File: src/hdl/pool_pkg.sv
package pool_pkg;

  localparam int DWIDTH    = 16;
  localparam int AWIDTH    = 8;
  localparam int MEM_DEPTH = 256;
  localparam int LWIDTH    = 4;
  localparam int PAWIDTH   = 12;  // APB byte address

  // Input map from word 0, results from OUT_BASE
  localparam logic [AWIDTH-1:0] OUT_BASE = 8'd128;

  localparam logic [LWIDTH-1:0] MAX_FEA  = 4'd11;
  localparam logic [LWIDTH-1:0] MAX_POOL = 4'd4;

  localparam logic [PAWIDTH-1:0] REG_CTRL      = 12'h000;
  localparam logic [PAWIDTH-1:0] REG_FEA_SIZE  = 12'h004;
  localparam logic [PAWIDTH-1:0] REG_POOL_SIZE = 12'h008;
  localparam logic [PAWIDTH-1:0] REG_STATUS    = 12'h00C;
  localparam logic [PAWIDTH-1:0] MEM_WIN       = 12'h400;  // word n at MEM_WIN + 4n

  typedef struct packed {
    logic start;
    logic valid;
    logic last;   // last pixel of a window
    logic stop;   // last pixel of the frame
  } ctrl_t;

  typedef struct packed {
    logic              req;
    logic              we;
    logic [AWIDTH-1:0] addr;
    logic [DWIDTH-1:0] wdata;
  } mem_req_t;

  typedef enum logic {
    S_WAIT,
    S_ACTIVE
  } pool_state_e;

  typedef enum logic [1:0] {
    SRC_WB,
    SRC_RD,
    SRC_APB
  } arb_src_e;

endpackage

File: src/hdl/pool_max.sv
`timescale 1ns/1ps

module pool_max
  ( input  logic                        clk
  , input  logic                        xrst
  , input  pool_pkg::ctrl_t             ctrl_out
  , input  logic [pool_pkg::DWIDTH-1:0] rdata
  , input  logic                        wb_gnt
  , output pool_pkg::mem_req_t          wb_req
  , output logic                        frame_done
  );

  logic [pool_pkg::DWIDTH-1:0] acc;
  logic [pool_pkg::DWIDTH-1:0] cur_max;
  logic [pool_pkg::AWIDTH-1:0] cnt;
  logic [pool_pkg::AWIDTH-1:0] res_idx;
  logic                        fresh;      // next pixel opens a window
  logic                        stop_pend;
  logic                        take_new;

  assign take_new = ctrl_out.start || fresh;
  assign cur_max  = (take_new || rdata > acc) ? rdata : acc;
  assign res_idx  = ctrl_out.start ? '0 : cnt;

  always_ff @(posedge clk) begin
    if (ctrl_out.valid)
      acc <= cur_max;
  end

  always_ff @(posedge clk) begin
    if (!xrst) begin
      fresh     <= 1'b1;
      cnt       <= '0;
      stop_pend <= 1'b0;
    end
    else if (ctrl_out.valid) begin
      fresh <= ctrl_out.last;
      if (ctrl_out.last) begin
        cnt       <= res_idx + 1'b1;
        stop_pend <= ctrl_out.stop;
      end
      else if (ctrl_out.start)
        cnt <= '0;
    end
  end

  always_ff @(posedge clk) begin
    if (!xrst)
      wb_req <= '0;
    else begin
      if (wb_req.req && wb_gnt)
        wb_req.req <= 1'b0;
      if (ctrl_out.valid && ctrl_out.last)
        wb_req <= '{req:   1'b1,
                    we:    1'b1,
                    addr:  pool_pkg::OUT_BASE + res_idx,
                    wdata: cur_max};
    end
  end

  always_ff @(posedge clk) begin
    if (!xrst)
      frame_done <= 1'b0;
    else
      frame_done <= wb_req.req && wb_gnt && stop_pend;
  end

  // Pending write must clear before the next window closes
  a_one_pending: assert property (@(posedge clk) disable iff (!xrst)
    ctrl_out.valid && ctrl_out.last |-> !wb_req.req || wb_gnt);

endmodule

File: config.mk
export PLATFORM = sky130hd
export DESIGN_NAME = pool_max
export DESIGN_NICKNAME = d
export VERILOG_FILES = /design/src/hdl/pool_pkg.sv /design/src/hdl/pool_max.sv
export SDC_FILE = /design/constraint.sdc
export NUM_CORES = 1
export LEC_CHECK = 0
export ABC_AREA = 1
export BUFFER_PORTS_ARGS = -buffer_cell sky130_fd_sc_hd__buf_2
export CORE_MARGIN = 8
export CORE_UTILIZATION = 40
export DETAILED_ROUTE_END_ITERATION = 16
export PLACE_DENSITY = 0.65
export SLEW_MARGIN = 10
export SYNTH_ARGS = -nofsm -noshare
export SYNTH_HDL_FRONTEND = slang
export SYNTH_SLANG_ARGS = --single-unit
File: constraint.sdc
create_clock -name clk -period 2.3 [get_ports clk]
set_clock_uncertainty 0.2 [all_clocks]
set_input_delay 0 -clock clk [delete_from_list [all_inputs] [get_ports clk]]
set_output_delay 0 -clock clk [all_outputs]
set_load 0.01 [all_outputs]
==> results of run 1 <==
-- metal layers --
layer / track usage [%] / up-vias
met2: 23.18 / 47
met3: 3.485 / 2
met5: 0 / -
met1: 15.77 / 1061
met4: 2.564 / 0
li1: - / 1223
-- area by class of cell --
| class | count | area, µm² |
|---|---|---|
| inverter | 56 | 210.2 |
| fill | 632 | 2973 |
| clock inverter | 2 | 17.52 |
| clock buffer | 6 | 93.84 |
| sequential | 53 | 1221 |
| tap | 77 | 96.34 |
| multi-input combinational | 213 | 1216 |
| timing repair buffer | 81 | 558.0 |
-- per-stage QoR --
| stage | worst slack (ps) | TNS [ps] | instances |
|---|---|---|---|
| 2_1_floorplan | 304.9 | 0 | 329 |
| 3_3_place_gp | 194.1 | 0 | 455 |
| 3_5_place_dp | 152.1 | 0 | 455 |
| 4_1_cts | 128.8 | 0 | 486 |
| 5_1_grt | -66.27 | -692.2 | 488 |
| 6_report | 121.7 | 0 | 488 |
-- timing repair --
item,CTS,global route
endpoints found under the setup margin,0,16
setup buffers,0,1
hold buffers,23,0
hold endpoints to repair,51,0
gates resized for setup,0,17
-- logic make-up after synthesis --
kind of cell               count (synthesis)
buffers and inverters                     64
DFF                                       53
AOI/OAI and AO/OA                         30
and+or+nand+nor                          165
adders and majority gates                 17
-- cells in the mapped netlist --
| master | count |
|---|---|
| nand2_1 | 78 |
| inv_1 | 54 |
| nand3_1 | 38 |
| dfxtp_1 | 37 |
| ha_1 | 17 |
| and2_1 | 16 |
| edfxtp_1 | 16 |
| nor2_1 | 16 |
| o21ai_0 | 11 |
| a21oi_1 | 9 |
| buf_2 | 5 |
| nor3_1 | 4 |
| nand4_1 | 3 |
| nor3_2 | 3 |
| a31oi_1 | 2 |
| a32o_1 | 2 |
| buf_4 | 2 |
| nor2_2 | 2 |
| nor3b_1 | 2 |
| o21a_1 | 2 |
| a21o_1 | 1 |
| a22o_1 | 1 |
| buf_6 | 1 |
| clkinv_1 | 1 |
| inv_2 | 1 |
| nand2_2 | 1 |
| nand2_4 | 1 |
| nor2_4 | 1 |
| o31ai_1 | 1 |
| o32ai_1 | 1 |
-- power breakdown --
part | switching (mW) | total (mW) | internal [mW]
clock network | 0.330 | 0.619 | 0.289
registers | 0.0166 | 1.03 | 1.01
logic | 0.193 | 0.346 | 0.152
total | 0.540 | 1.99 | 1.45
-- registers in the layout, summed over array words and instances, names as in the netlist --
register / count
cnt: 8
wb_req: 26
stop_pend: 1
fresh: 1
acc: 16
frame_done: 1
-- worst register-to-register path: stages, from the launching register on --
cell and delay (ps):
edfxtp_1 340, inv_1 50, ha_1 310, nand2_1 100, nor3_2 220, nand2_1 100, nand2_2 130, nand2_8 100
nand2_4 150, nand2_1 80, and2_1 130
-- final timing paths --
path                                    to        start  slack, ps
worst max-delay path            wb_req[25]         xrst        120
worst min-delay path             stop_pend  ctrl_out[0]        230
worst max register to register      acc[6]      acc[13]        130
worst min register to register  wb_req[10]   wb_req[10]        250
==> results by group, run 1 <==
Outcome
  – Status: finished clean

Yosys
  – Compound-Gate Fraction of Synth Area: 6.815%
  – Synth Area in XOR/XNOR: 0%
  – Synth area leader: dfxtp_1
  – Largest family of logic cells by synthesized area: simple AND/OR/NAND/NOR gates
  – Mapped Nets: 369
  – Mux cell area share after synthesis: 0%
  – Synth Area per Inst: around 8.0 µm²
  – Synth warn: 0
  – Area contributors post-synth: dfxtp_1 (28%), edfxtp_1 (18%), nand2_1 (11%), ha_1 (8.0%), inv_1 (7.7%)
  – Yosys reg bits: between 50 and 60
  – Post-synthesis cell count: about 330
  – Simple-Gate Fraction of Synth Area: 29.06%
  – Netlist Area Pre-Place: 0.002644 mm²
  – Synth cell types: 30
  – Post-synthesis adder-cell area fraction: a little over 8%
  – Synth top area share: 28.02%
  – Post-synthesis sequential area ratio: 46.19%

Worst hold path
  – HP Class: in2reg
  – Worst Hold Depth: 4

Worst setup path
  – Worst EP required: 2360 ps
  – Startpoint types: primary input
  – Worst Path Buf+Inv: 6
  – Cell-by-cell trace of the critical path: dlygate4sd3_1 -> buf_2 -> clkinv_1 -> nor2_1 -> buf_4 -> inv_1 -> o31ai_1 -> dlygate4sd3_1
  – Most used cell, CP: dlygate4sd3_1
  – R2R cell count: 10
  – CP top delay family: buffers and inverters
  – Worst path slowest cell: dlygate4sd3_1
  – Crit path max fanout: 21
  – WP depth: 8
  – Crit path DAT: 2230 ps
  – WS Path Type: in2reg
  – CP Capture Type: flip-flop
  – Crit-path max cell delay: 570 ps

STA
  – Final Max Tran Viols: 0
  – Final Cycle Share: 94.71%
  – Final setup viols: 0
  – Final hold violations: 0
  – Fmax: about 460 MHz
  – Crit path time final: 2178 ps
  – Worst-Margin Slew: a little under 300 ps
  – Worst Hold Slack: between 200 and 250 ps
  – Slew HR: between 80% and 90%

Detailed routing
  – Detailed router's first-iteration violation count: 120
  – Uppermost layer routed: met4
  – Final WL: 6289 µm
  – Routed vias/inst: between 4 and 5
  – Routed length on met2: approximately 3000 µm
  – M1 WL: 2829 µm
  – Drt first pass iters: 4
  – Antenna Nets Post-Route: 0
  – DR WL/cell: 12.89 µm
  – Routed vias: 2,333
  – # DRC: 0
  – Met3 WL: between 300 and 400 µm

Layout
  – Most frequent cells in the layout: nand2_1 (77), inv_1 (51), buf_2 (49), nand3_1 (37), dfxtp_1 (37)
  – Final nets: 450
  – Util after Layout: around 53%
  – Antenna fix cells: 0
  – Layout area overhead: 29.11%
  – Most common cell after layout, fill and taps aside: nand2_1
  – Final instance area: about 0.0034 mm²
  – Share of cells above drive strength 1: just over 20%

Global routing
  – Vias in the first global route: 2,411
  – Largest net degree at the start of global routing: 22
  – Grt ovf: 0
  – First-pass GRT wire length: roughly 11,000 µm
  – Global-route usage over all layers: about an eighth
  – Antenna violations before repair: 0

Clock network
  – Clk sink count: 53
  – CTS tree: yes
  – CTS Buf Count: 5
  – CTS root buf: clkbuf_8
  – CTS H-tree depth: 2
  – Clk pin slew, worst setup/hold paths: ~100 ps
  – Clock Tree Buf Depth: 2
  – Worst skew pair latency: 310 ps

Floorplan
  – Core footprint: 0.006386 mm²
  – Die Y: between 90 and 100 µm
  – Die ar.: 0.009467 mm²
  – Top Ports: 50
  – Starting Density: 41.40%
  – Die X: approximately 100 µm
  – Row cnt: 29

Flow run
  – Max cap viols: 0

Placed design
  – Routability cong.: 0.8147
  – DP HPWL: 4388 µm
  – Placed cell area: 0.002994 mm²
  – PortBufs: 49

Pwr
  – VDD IR max: 0.0003795 V
  – Overall Power: 1.991 mW
  – Leak pwr: 1.686 nW
  – Power per Cell Area: between 500 and 600 mW/mm²
(Power assumes the default switching activity.)
==> run 2: changes to the inputs <==
==> constraint.sdc (replaced) <==
create_clock -name clk -period 2.3 [get_ports clk]
set_clock_uncertainty 0.2 [all_clocks]
set_input_delay 0.23 -clock clk [delete_from_list [all_inputs] [get_ports clk]]
set_output_delay 0.23 -clock clk [all_outputs]
set_load 0.01 [all_outputs]
==> run 2 against run 1 <==
Setup slack gained 26 ps. Sequential power is essentially flat. Final area shrank 8.3%. Largest cell class unchanged. Routed wire length shrank 6.6%. Maximum frequency grew 1.2%. Via count shrank 3.9%. Sequential cell count is the same. Die area is the same. Non-clock buffer count shrank 21. Critical path type is now reg2reg. Clock power shrank 10%. Combinational power shrank 17%. Critical path depth grew 4.
==> results by group, run 2 (same netlist as run 1, synthesis figures left out) <==
STA
  – Final Cycle Share: 93.59% (was 94.71%)
  – Worst setup margin: 147.5 ps (was 121.7 ps)
  – RSZ-0062 raised after global routing: false
  – Final Max Tran Viols: 0 (unchanged)
  – Slew HR: 67.64% (was 80.55%)
  – Worst-Margin Slew: 484.9 ps (was 290.0 ps)
  – Fmax: 464.6 MHz (was 459.1 MHz)
  – Final hold violations: 0 (unchanged)
  – Fin Setup TNS: 0 ps (unchanged)
  – Crit path time final: 2153 ps (was 2178 ps)
  – Final setup viols: 0 (unchanged)

Layout
  – Fillers: 634 (was 632)
  – Util after Layout: 49.02% (was 53.45%)
  – Most common cell after layout, fill and taps aside: nand2_1 (unchanged)
  – Most frequent cells in the layout: nand2_1 (78), inv_1 (54), buf_2 (49), nand3_1 (38), dfxtp_1 (37) (was nand2_1 (77), inv_1 (51), buf_2 (49), nand3_1 (37), dfxtp_1 (37))
  – Final nets: 428 (was 450)
  – Number of flip-flops in the largest register: 26 (unchanged)
  – Antenna fix cells: 0 (unchanged)
  – Layout area overhead: 18.41% (was 29.11%)
  – Share of cells above drive strength 1: 19.02% (was 20.68%)
  – Most flops, register: wb_req (unchanged)
  – Leading registers by flop count: wb_req (26), acc (16), cnt (8) (unchanged)

Clock network
  – Clk sink count: 53 (unchanged)
  – CTS Buf Count: 5 (unchanged)
  – Clk pin slew, worst setup/hold paths: 100 ps (about the same)
  – Clock Tree Buf Depth: 2 (unchanged)
  – CTS root buf: clkbuf_8 (unchanged)
  – CTS tree: yes (unchanged)
  – CTS H-tree depth: 2 (unchanged)
  – Worst skew pair latency: 320 ps (was 310 ps)

Worst hold path
  – HP Class: in2reg (unchanged)

Worst setup path
  – Startpoint types: flip-flop (was primary input)
  – Crit path DAT: 2030 ps (was 2230 ps)
  – WS Path Type: reg2reg (was in2reg)
  – CP Capture Type: flip-flop (unchanged)
  – Worst EP required: 2180 ps (was 2360 ps)
  – Crit path max fanout: 8 (was 21)

Detailed routing
  – Routed vias: 2,242 (was 2,333)
  – DR WL/cell: 12.61 µm (was 12.89 µm)
  – Detailed router's first-iteration violation count: 78 (was 120)
  – Drt first pass iters: 4 (unchanged)
  – Final WL: 5874 µm (was 6289 µm)
  – # DRC: 0 (unchanged)
  – Routed vias/inst: 4.811 (was 4.781)
  – Antenna Nets Post-Route: 0 (unchanged)

Global routing
  – First-pass GRT wire length: 10,200 µm (was 10,700 µm)
  – Largest net degree at the start of global routing: 21 (was 22)
  – Vias in the first global route: 2,262 (was 2,411)
  – Global-route usage over all layers: 12.70% (was 13.21%)
  – Grt ovf: 0 (unchanged)
  – Antenna violations before repair: 0 (unchanged)

Placed design
  – DP HPWL: 4393 µm (was 4388 µm)
  – Routability cong.: 0.8610 (was 0.8147)
  – PortBufs: 49 (unchanged)
  – Worst slack at placement: 148.8 ps (was 152.1 ps)

Floorplan
  – Top Ports: 50 (unchanged)
  – Die Y: 97.30 µm (unchanged)
  – Row cnt: 29 (unchanged)
  – Die ar.: 0.009467 mm² (unchanged)
  – Die X: 97.30 µm (unchanged)
  – Core footprint: 0.006386 mm² (unchanged)
  – Starting Density: 41.40% (unchanged)

Flow run
  – Max cap viols: 0 (unchanged)

Outcome
  – Status: finished clean (unchanged)

Pwr
  – Power per Cell Area: 597.2 mW/mm² (was 583.2 mW/mm²)
  – VDD IR max: 0.0003029 V (was 0.0003795 V)
  – Leak pwr: 1.575 nW (was 1.686 nW)
-- run 2: cell count changes in the layout (fill, tap and decap cells not counted), sizes merged --
cell         delta
dlygate4sd3    -20
buf             -1
clkbuf          -1
inv             +1
nand2           -1
-- run 2: final cells by class --
| class | count | area, µm² | share of cell area (%) |
|---|---|---|---|
| clock buffers | 5 | 68.82 | 2.198 |
| clock inverters | 3 | 23.77 | 0.7594 |
| inverters | 56 | 210.2 | 6.715 |
| multi-input cells | 212 | 1175 | 37.53 |
| flip-flops and latches | 53 | 1221 | 39.01 |
| well taps | 77 | 96.34 | 3.078 |
| repair buffers | 60 | 335.3 | 10.71 |
-- run 2: metrics by stage --
| stage | instances | area (µm²) | hold slack, ps | power [mW] |
|---|---|---|---|---|
| floorplan | 329 | 2644 | 130.4 | 1.225 |
| global placement | 455 | 2994 | 232.6 | 1.323 |
| detailed placement | 455 | 2994 | 236.4 | 1.328 |
| CTS | 466 | 3117 | 37.18 | 1.894 |
| global route | 466 | 3131 | 65.17 | 1.973 |
| finish | 466 | 3131 | 45.32 | 1.870 |
-- run 2: repair_timing --
action	in CTS	in global routing
hold buffers	3	0
buffers inserted	0	0
gates resized for setup	0	2
setup endpoints to repair	0	12
endpoints found under the hold margin	8	0
-- run 2: metal layers --
layer  part of all wire, %  wire (µm)  GRT usage, %  vias to the layer above
met5                     0          0             0                        -
met4                  0.97         57         3.846                        0
met3                   4.5        263         3.343                        5
met2                    47       2785         21.41                       36
met1                    47       2768         15.37                     1024
li1                      -          -             -                     1177
-- run 2: worst max-delay path, stage by stage, from the launching register on --
cell	delay [ps]
edfxtp_1	370
inv_1	80
ha_1	240
a21oi_1	170
nand2_1	70
nand2_1	50
nand2_1	50
nand2_1	50
nand2_1	80
nand2_4	140
buf_4	160
nand3_1	80
and2_1	180
-- run 2: worst paths after layout --
check             startpoint    endpoint  cells past startpoint  slack (ps)
setup / recovery      acc[3]      acc[1]                     12         150
hold / removal      rdata[3]   wb_req[3]                      5          50
setup reg to reg      acc[3]      acc[1]                     12         150
hold reg to reg   wb_req[14]  wb_req[14]                      2         250
-- run 2: power by group --
group | switching (mW) | total (mW) | internal [mW]
logic | 0.172 | 0.287 | 0.115
clock network | 0.333 | 0.557 | 0.224
registers | 0.0159 | 1.03 | 1.01
==> run 3: changes to the inputs <==
Settings changed: CTS_BUF_LIST from default to sky130_fd_sc_hd__clkbuf_16.
==> run 3 against run 2 <==
Count of clock-buffer cells in the layout stayed put. Cell count is 0.21% lower. Clock power is 38% higher. Die area stayed put. Critical path depth stayed put. Sequential power hardly changed. Core utilization is 0.72 points higher. Final area is 1.5% higher. Register-to-register slack hardly changed. First-iteration DRC count is 18% higher. Combinational power hardly changed. Setup slack better by 0.89 ps.
==> results by group, run 3 (same netlist as run 1, synthesis figures left out) <==
Layout
  – Final instance area: 0.003177 mm² (was 0.003131 mm²)
  – Leading registers by flop count: wb_req (26), acc (16), cnt (8) (unchanged)
  – Most frequent cells in the layout: nand2_1 (78), inv_1 (54), buf_2 (49), nand3_1 (38), dfxtp_1 (37) (unchanged)
  – Final Instance Count excl. Fillers: 465 (was 466)
  – Final nets: 427 (was 428)
  – Fillers: 632 (was 634)
  – Antenna fix cells: 0 (unchanged)
  – Util after Layout: 49.75% (was 49.02%)
  – Share of cells above drive strength 1: 19.07% (was 19.02%)
  – Number of flip-flops in the largest register: 26 (unchanged)
  – Layout area overhead: 20.16% (was 18.41%)
  – Most common cell after layout, fill and taps aside: nand2_1 (unchanged)
  – Most flops, register: wb_req (unchanged)

Worst setup path
  – Worst path slowest cell: edfxtp_1 (unchanged)
  – Crit path DAT: 2000 ps (was 2030 ps)
  – Worst Path Buf+Inv: 2 (unchanged)
  – Startpoint types: flip-flop (unchanged)
  – Cell-by-cell trace of the critical path: inv_1 -> ha_1 -> a21oi_1 -> nand2_1 -> nand2_1 -> nand2_1 -> nand2_1 -> nand2_1 -> nand2_4 -> buf_4 -> nand3_1 -> and2_1 (unchanged)
  – WP depth: 12 (unchanged)
  – Worst EP required: 2150 ps (was 2180 ps)
  – Crit path max fanout: 8 (unchanged)
  – Crit-path max cell delay: 360 ps (was 370 ps)
  – CP Capture Type: flip-flop (unchanged)
  – Most used cell, CP: nand2_1 (unchanged)
  – WS Path Type: reg2reg (unchanged)
  – R2R cell count: 12 (unchanged)
  – CP top delay family: simple AND/OR/NAND/NOR gates (unchanged)

Placed design
  – PortBufs: 49 (unchanged)
  – DP HPWL: 4393 µm (unchanged)
  – Routability cong.: 0.8610 (unchanged)
  – Placed insts: 455 (unchanged)
  – Placed cell area: 0.002994 mm² (unchanged)

Pwr
  – Flop pwr share: 49.3% (was 54.8%)
  – Pint: 1.536 mW (was 1.348 mW)
  – Switch share: 26.11% (was 27.88%)
  – Switching power: 543.0 µW (was 521.2 µW)
  – Clock Power Share: 36.9% (was 29.8%)
  – Comb pwr share: 13.8% (was 15.4%)
  – VDD IR max: 0.0003547 V (was 0.0003029 V)
  – Power per Cell Area: 654.5 mW/mm² (was 597.2 mW/mm²)
  – Leak pwr: 1.596 nW (was 1.575 nW)

Detailed routing
  – Detailed router's first-iteration violation count: 92 (was 78)
  – Drt first pass iters: 4 (unchanged)
  – Final WL: 5907 µm (was 5874 µm)
  – Antenna Nets Post-Route: 0 (unchanged)
  – Routed vias: 2,242 (unchanged)
  – # DRC: 0 (unchanged)
  – Routed vias/inst: 4.822 (was 4.811)
  – DR WL/cell: 12.70 µm (was 12.61 µm)

Floorplan
  – Die X: 97.30 µm (unchanged)
  – Row cnt: 29 (unchanged)
  – Starting Density: 41.40% (unchanged)
  – Core footprint: 0.006386 mm² (unchanged)
  – Die ar.: 0.009467 mm² (unchanged)
  – Die Y: 97.30 µm (unchanged)
  – Top Ports: 50 (unchanged)

STA
  – Slew HR: 67.49% (was 67.64%)
  – RSZ-0062 raised after global routing: false (unchanged)
  – Worst Hold Slack: 10.60 ps (was 45.32 ps)
  – Crit path time final: 2152 ps (was 2153 ps)
  – Final setup viols: 0 (unchanged)
  – Fmax: 464.8 MHz (was 464.6 MHz)
  – Worst-Margin Slew: 487.1 ps (was 484.9 ps)
  – Fin Setup TNS: 0 ps (unchanged)
  – Final Max Tran Viols: 0 (unchanged)
  – Final hold violations: 0 (unchanged)
  – Final Cycle Share: 93.55% (was 93.59%)

Global routing
  – Largest net degree at the start of global routing: 21 (unchanged)
  – First-pass GRT wire length: 10,200 µm (unchanged)
  – Vias in the first global route: 2,264 (was 2,262)
  – Grt ovf: 0 (unchanged)
  – Global-route usage over all layers: 12.62% (was 12.70%)
  – Antenna violations before repair: 0 (unchanged)

Clock network
  – CTS tree: yes (unchanged)
  – Clock Tree Buf Depth: 2 (unchanged)
  – Worst skew pair latency: 290 ps (was 320 ps)
  – Clk sink count: 53 (unchanged)
  – Clk pin slew, worst setup/hold paths: 70 ps (was 100 ps)
  – Post CTS Setup Buffer Count: 0 (unchanged)
  – CTS root buf: clkbuf_16 (was clkbuf_8)
  – CTS H-tree depth: 2 (unchanged)
  – CTS Buf Count: 5 (unchanged)

Worst hold path
  – Worst Hold Depth: 3 (was 5)
  – HP Class: in2reg (unchanged)

Outcome
  – Status: finished clean (unchanged)

Flow run
  – Max cap viols: 0 (unchanged)
==> run 3: area by class of cell <==
cell class | count | area [µm²] | share of cell area, %
inverter | 56 | 210.2 | 6.617
tap | 77 | 96.34 | 3.033
timing repair buffer | 59 | 325.3 | 10.24
multi-input combinational | 212 | 1175 | 36.98
clock inverter | 3 | 23.77 | 0.7483
clock buffer | 5 | 125.1 | 3.939
sequential | 53 | 1221 | 38.44
==> run 3: metrics by stage <==
stage | power, mW | setup slack, ps
6_report | 2.079 | 148.4
5_1_grt | 2.178 | 14.36
4_1_cts | 2.100 | 136.6
3_5_place_dp | 1.328 | 148.8
3_3_place_gp | 1.323 | 195.5
2_1_floorplan | 1.225 | 304.9
==> run 3: final timing paths <==
kind,slack [ps],from,end
min reg2reg,250,wb_req[14],wb_req[14]
max,150,acc[3],acc[1]
min,10,xrst,cnt[4]
max reg2reg,150,acc[3],acc[1]
==> run 3: timing repair <==
action / CTS / global route
setup endpoints to repair: 0 / 12
gates resized for setup: 0 / 2
hold buffers: 2 / 0
hold endpoints to repair: 3 / 0
==> run 3: power groups by stage <==
| stage | combinational [mW] | clock (mW) | sequential, mW |
|---|---|---|---|
| 5_1_grt | 0.328 | 0.819 | 1.03 |
| 4_1_cts | 0.287 | 0.787 | 1.03 |
| 6_report | 0.287 | 0.767 | 1.03 |
| 2_1_floorplan | 0.170 | 0 | 1.06 |
| 3_5_place_dp | 0.281 | 0 | 1.05 |
| 3_3_place_gp | 0.277 | 0 | 1.05 |
==> run 3: worst register-to-register path, stage by stage, from the launching register on <==
cell      delay [ps]
edfxtp_1         360
inv_1             80
ha_1             240
a21oi_1          170
nand2_1           70
nand2_1           50
nand2_1           50
nand2_1           50
nand2_1           80
nand2_4          140
buf_4            160
nand3_1           80
and2_1           190
==> run 3: layer usage <==
layer | vias to the layer above | track usage, % | share of wire (%)
met1 | 1013 | 15.41 | 46
met3 | 5 | 3.129 | 5.3
met5 | - | 0 | 0
met4 | 0 | 3.147 | 1.0
li1 | 1178 | - | -
met2 | 46 | 21.56 | 47
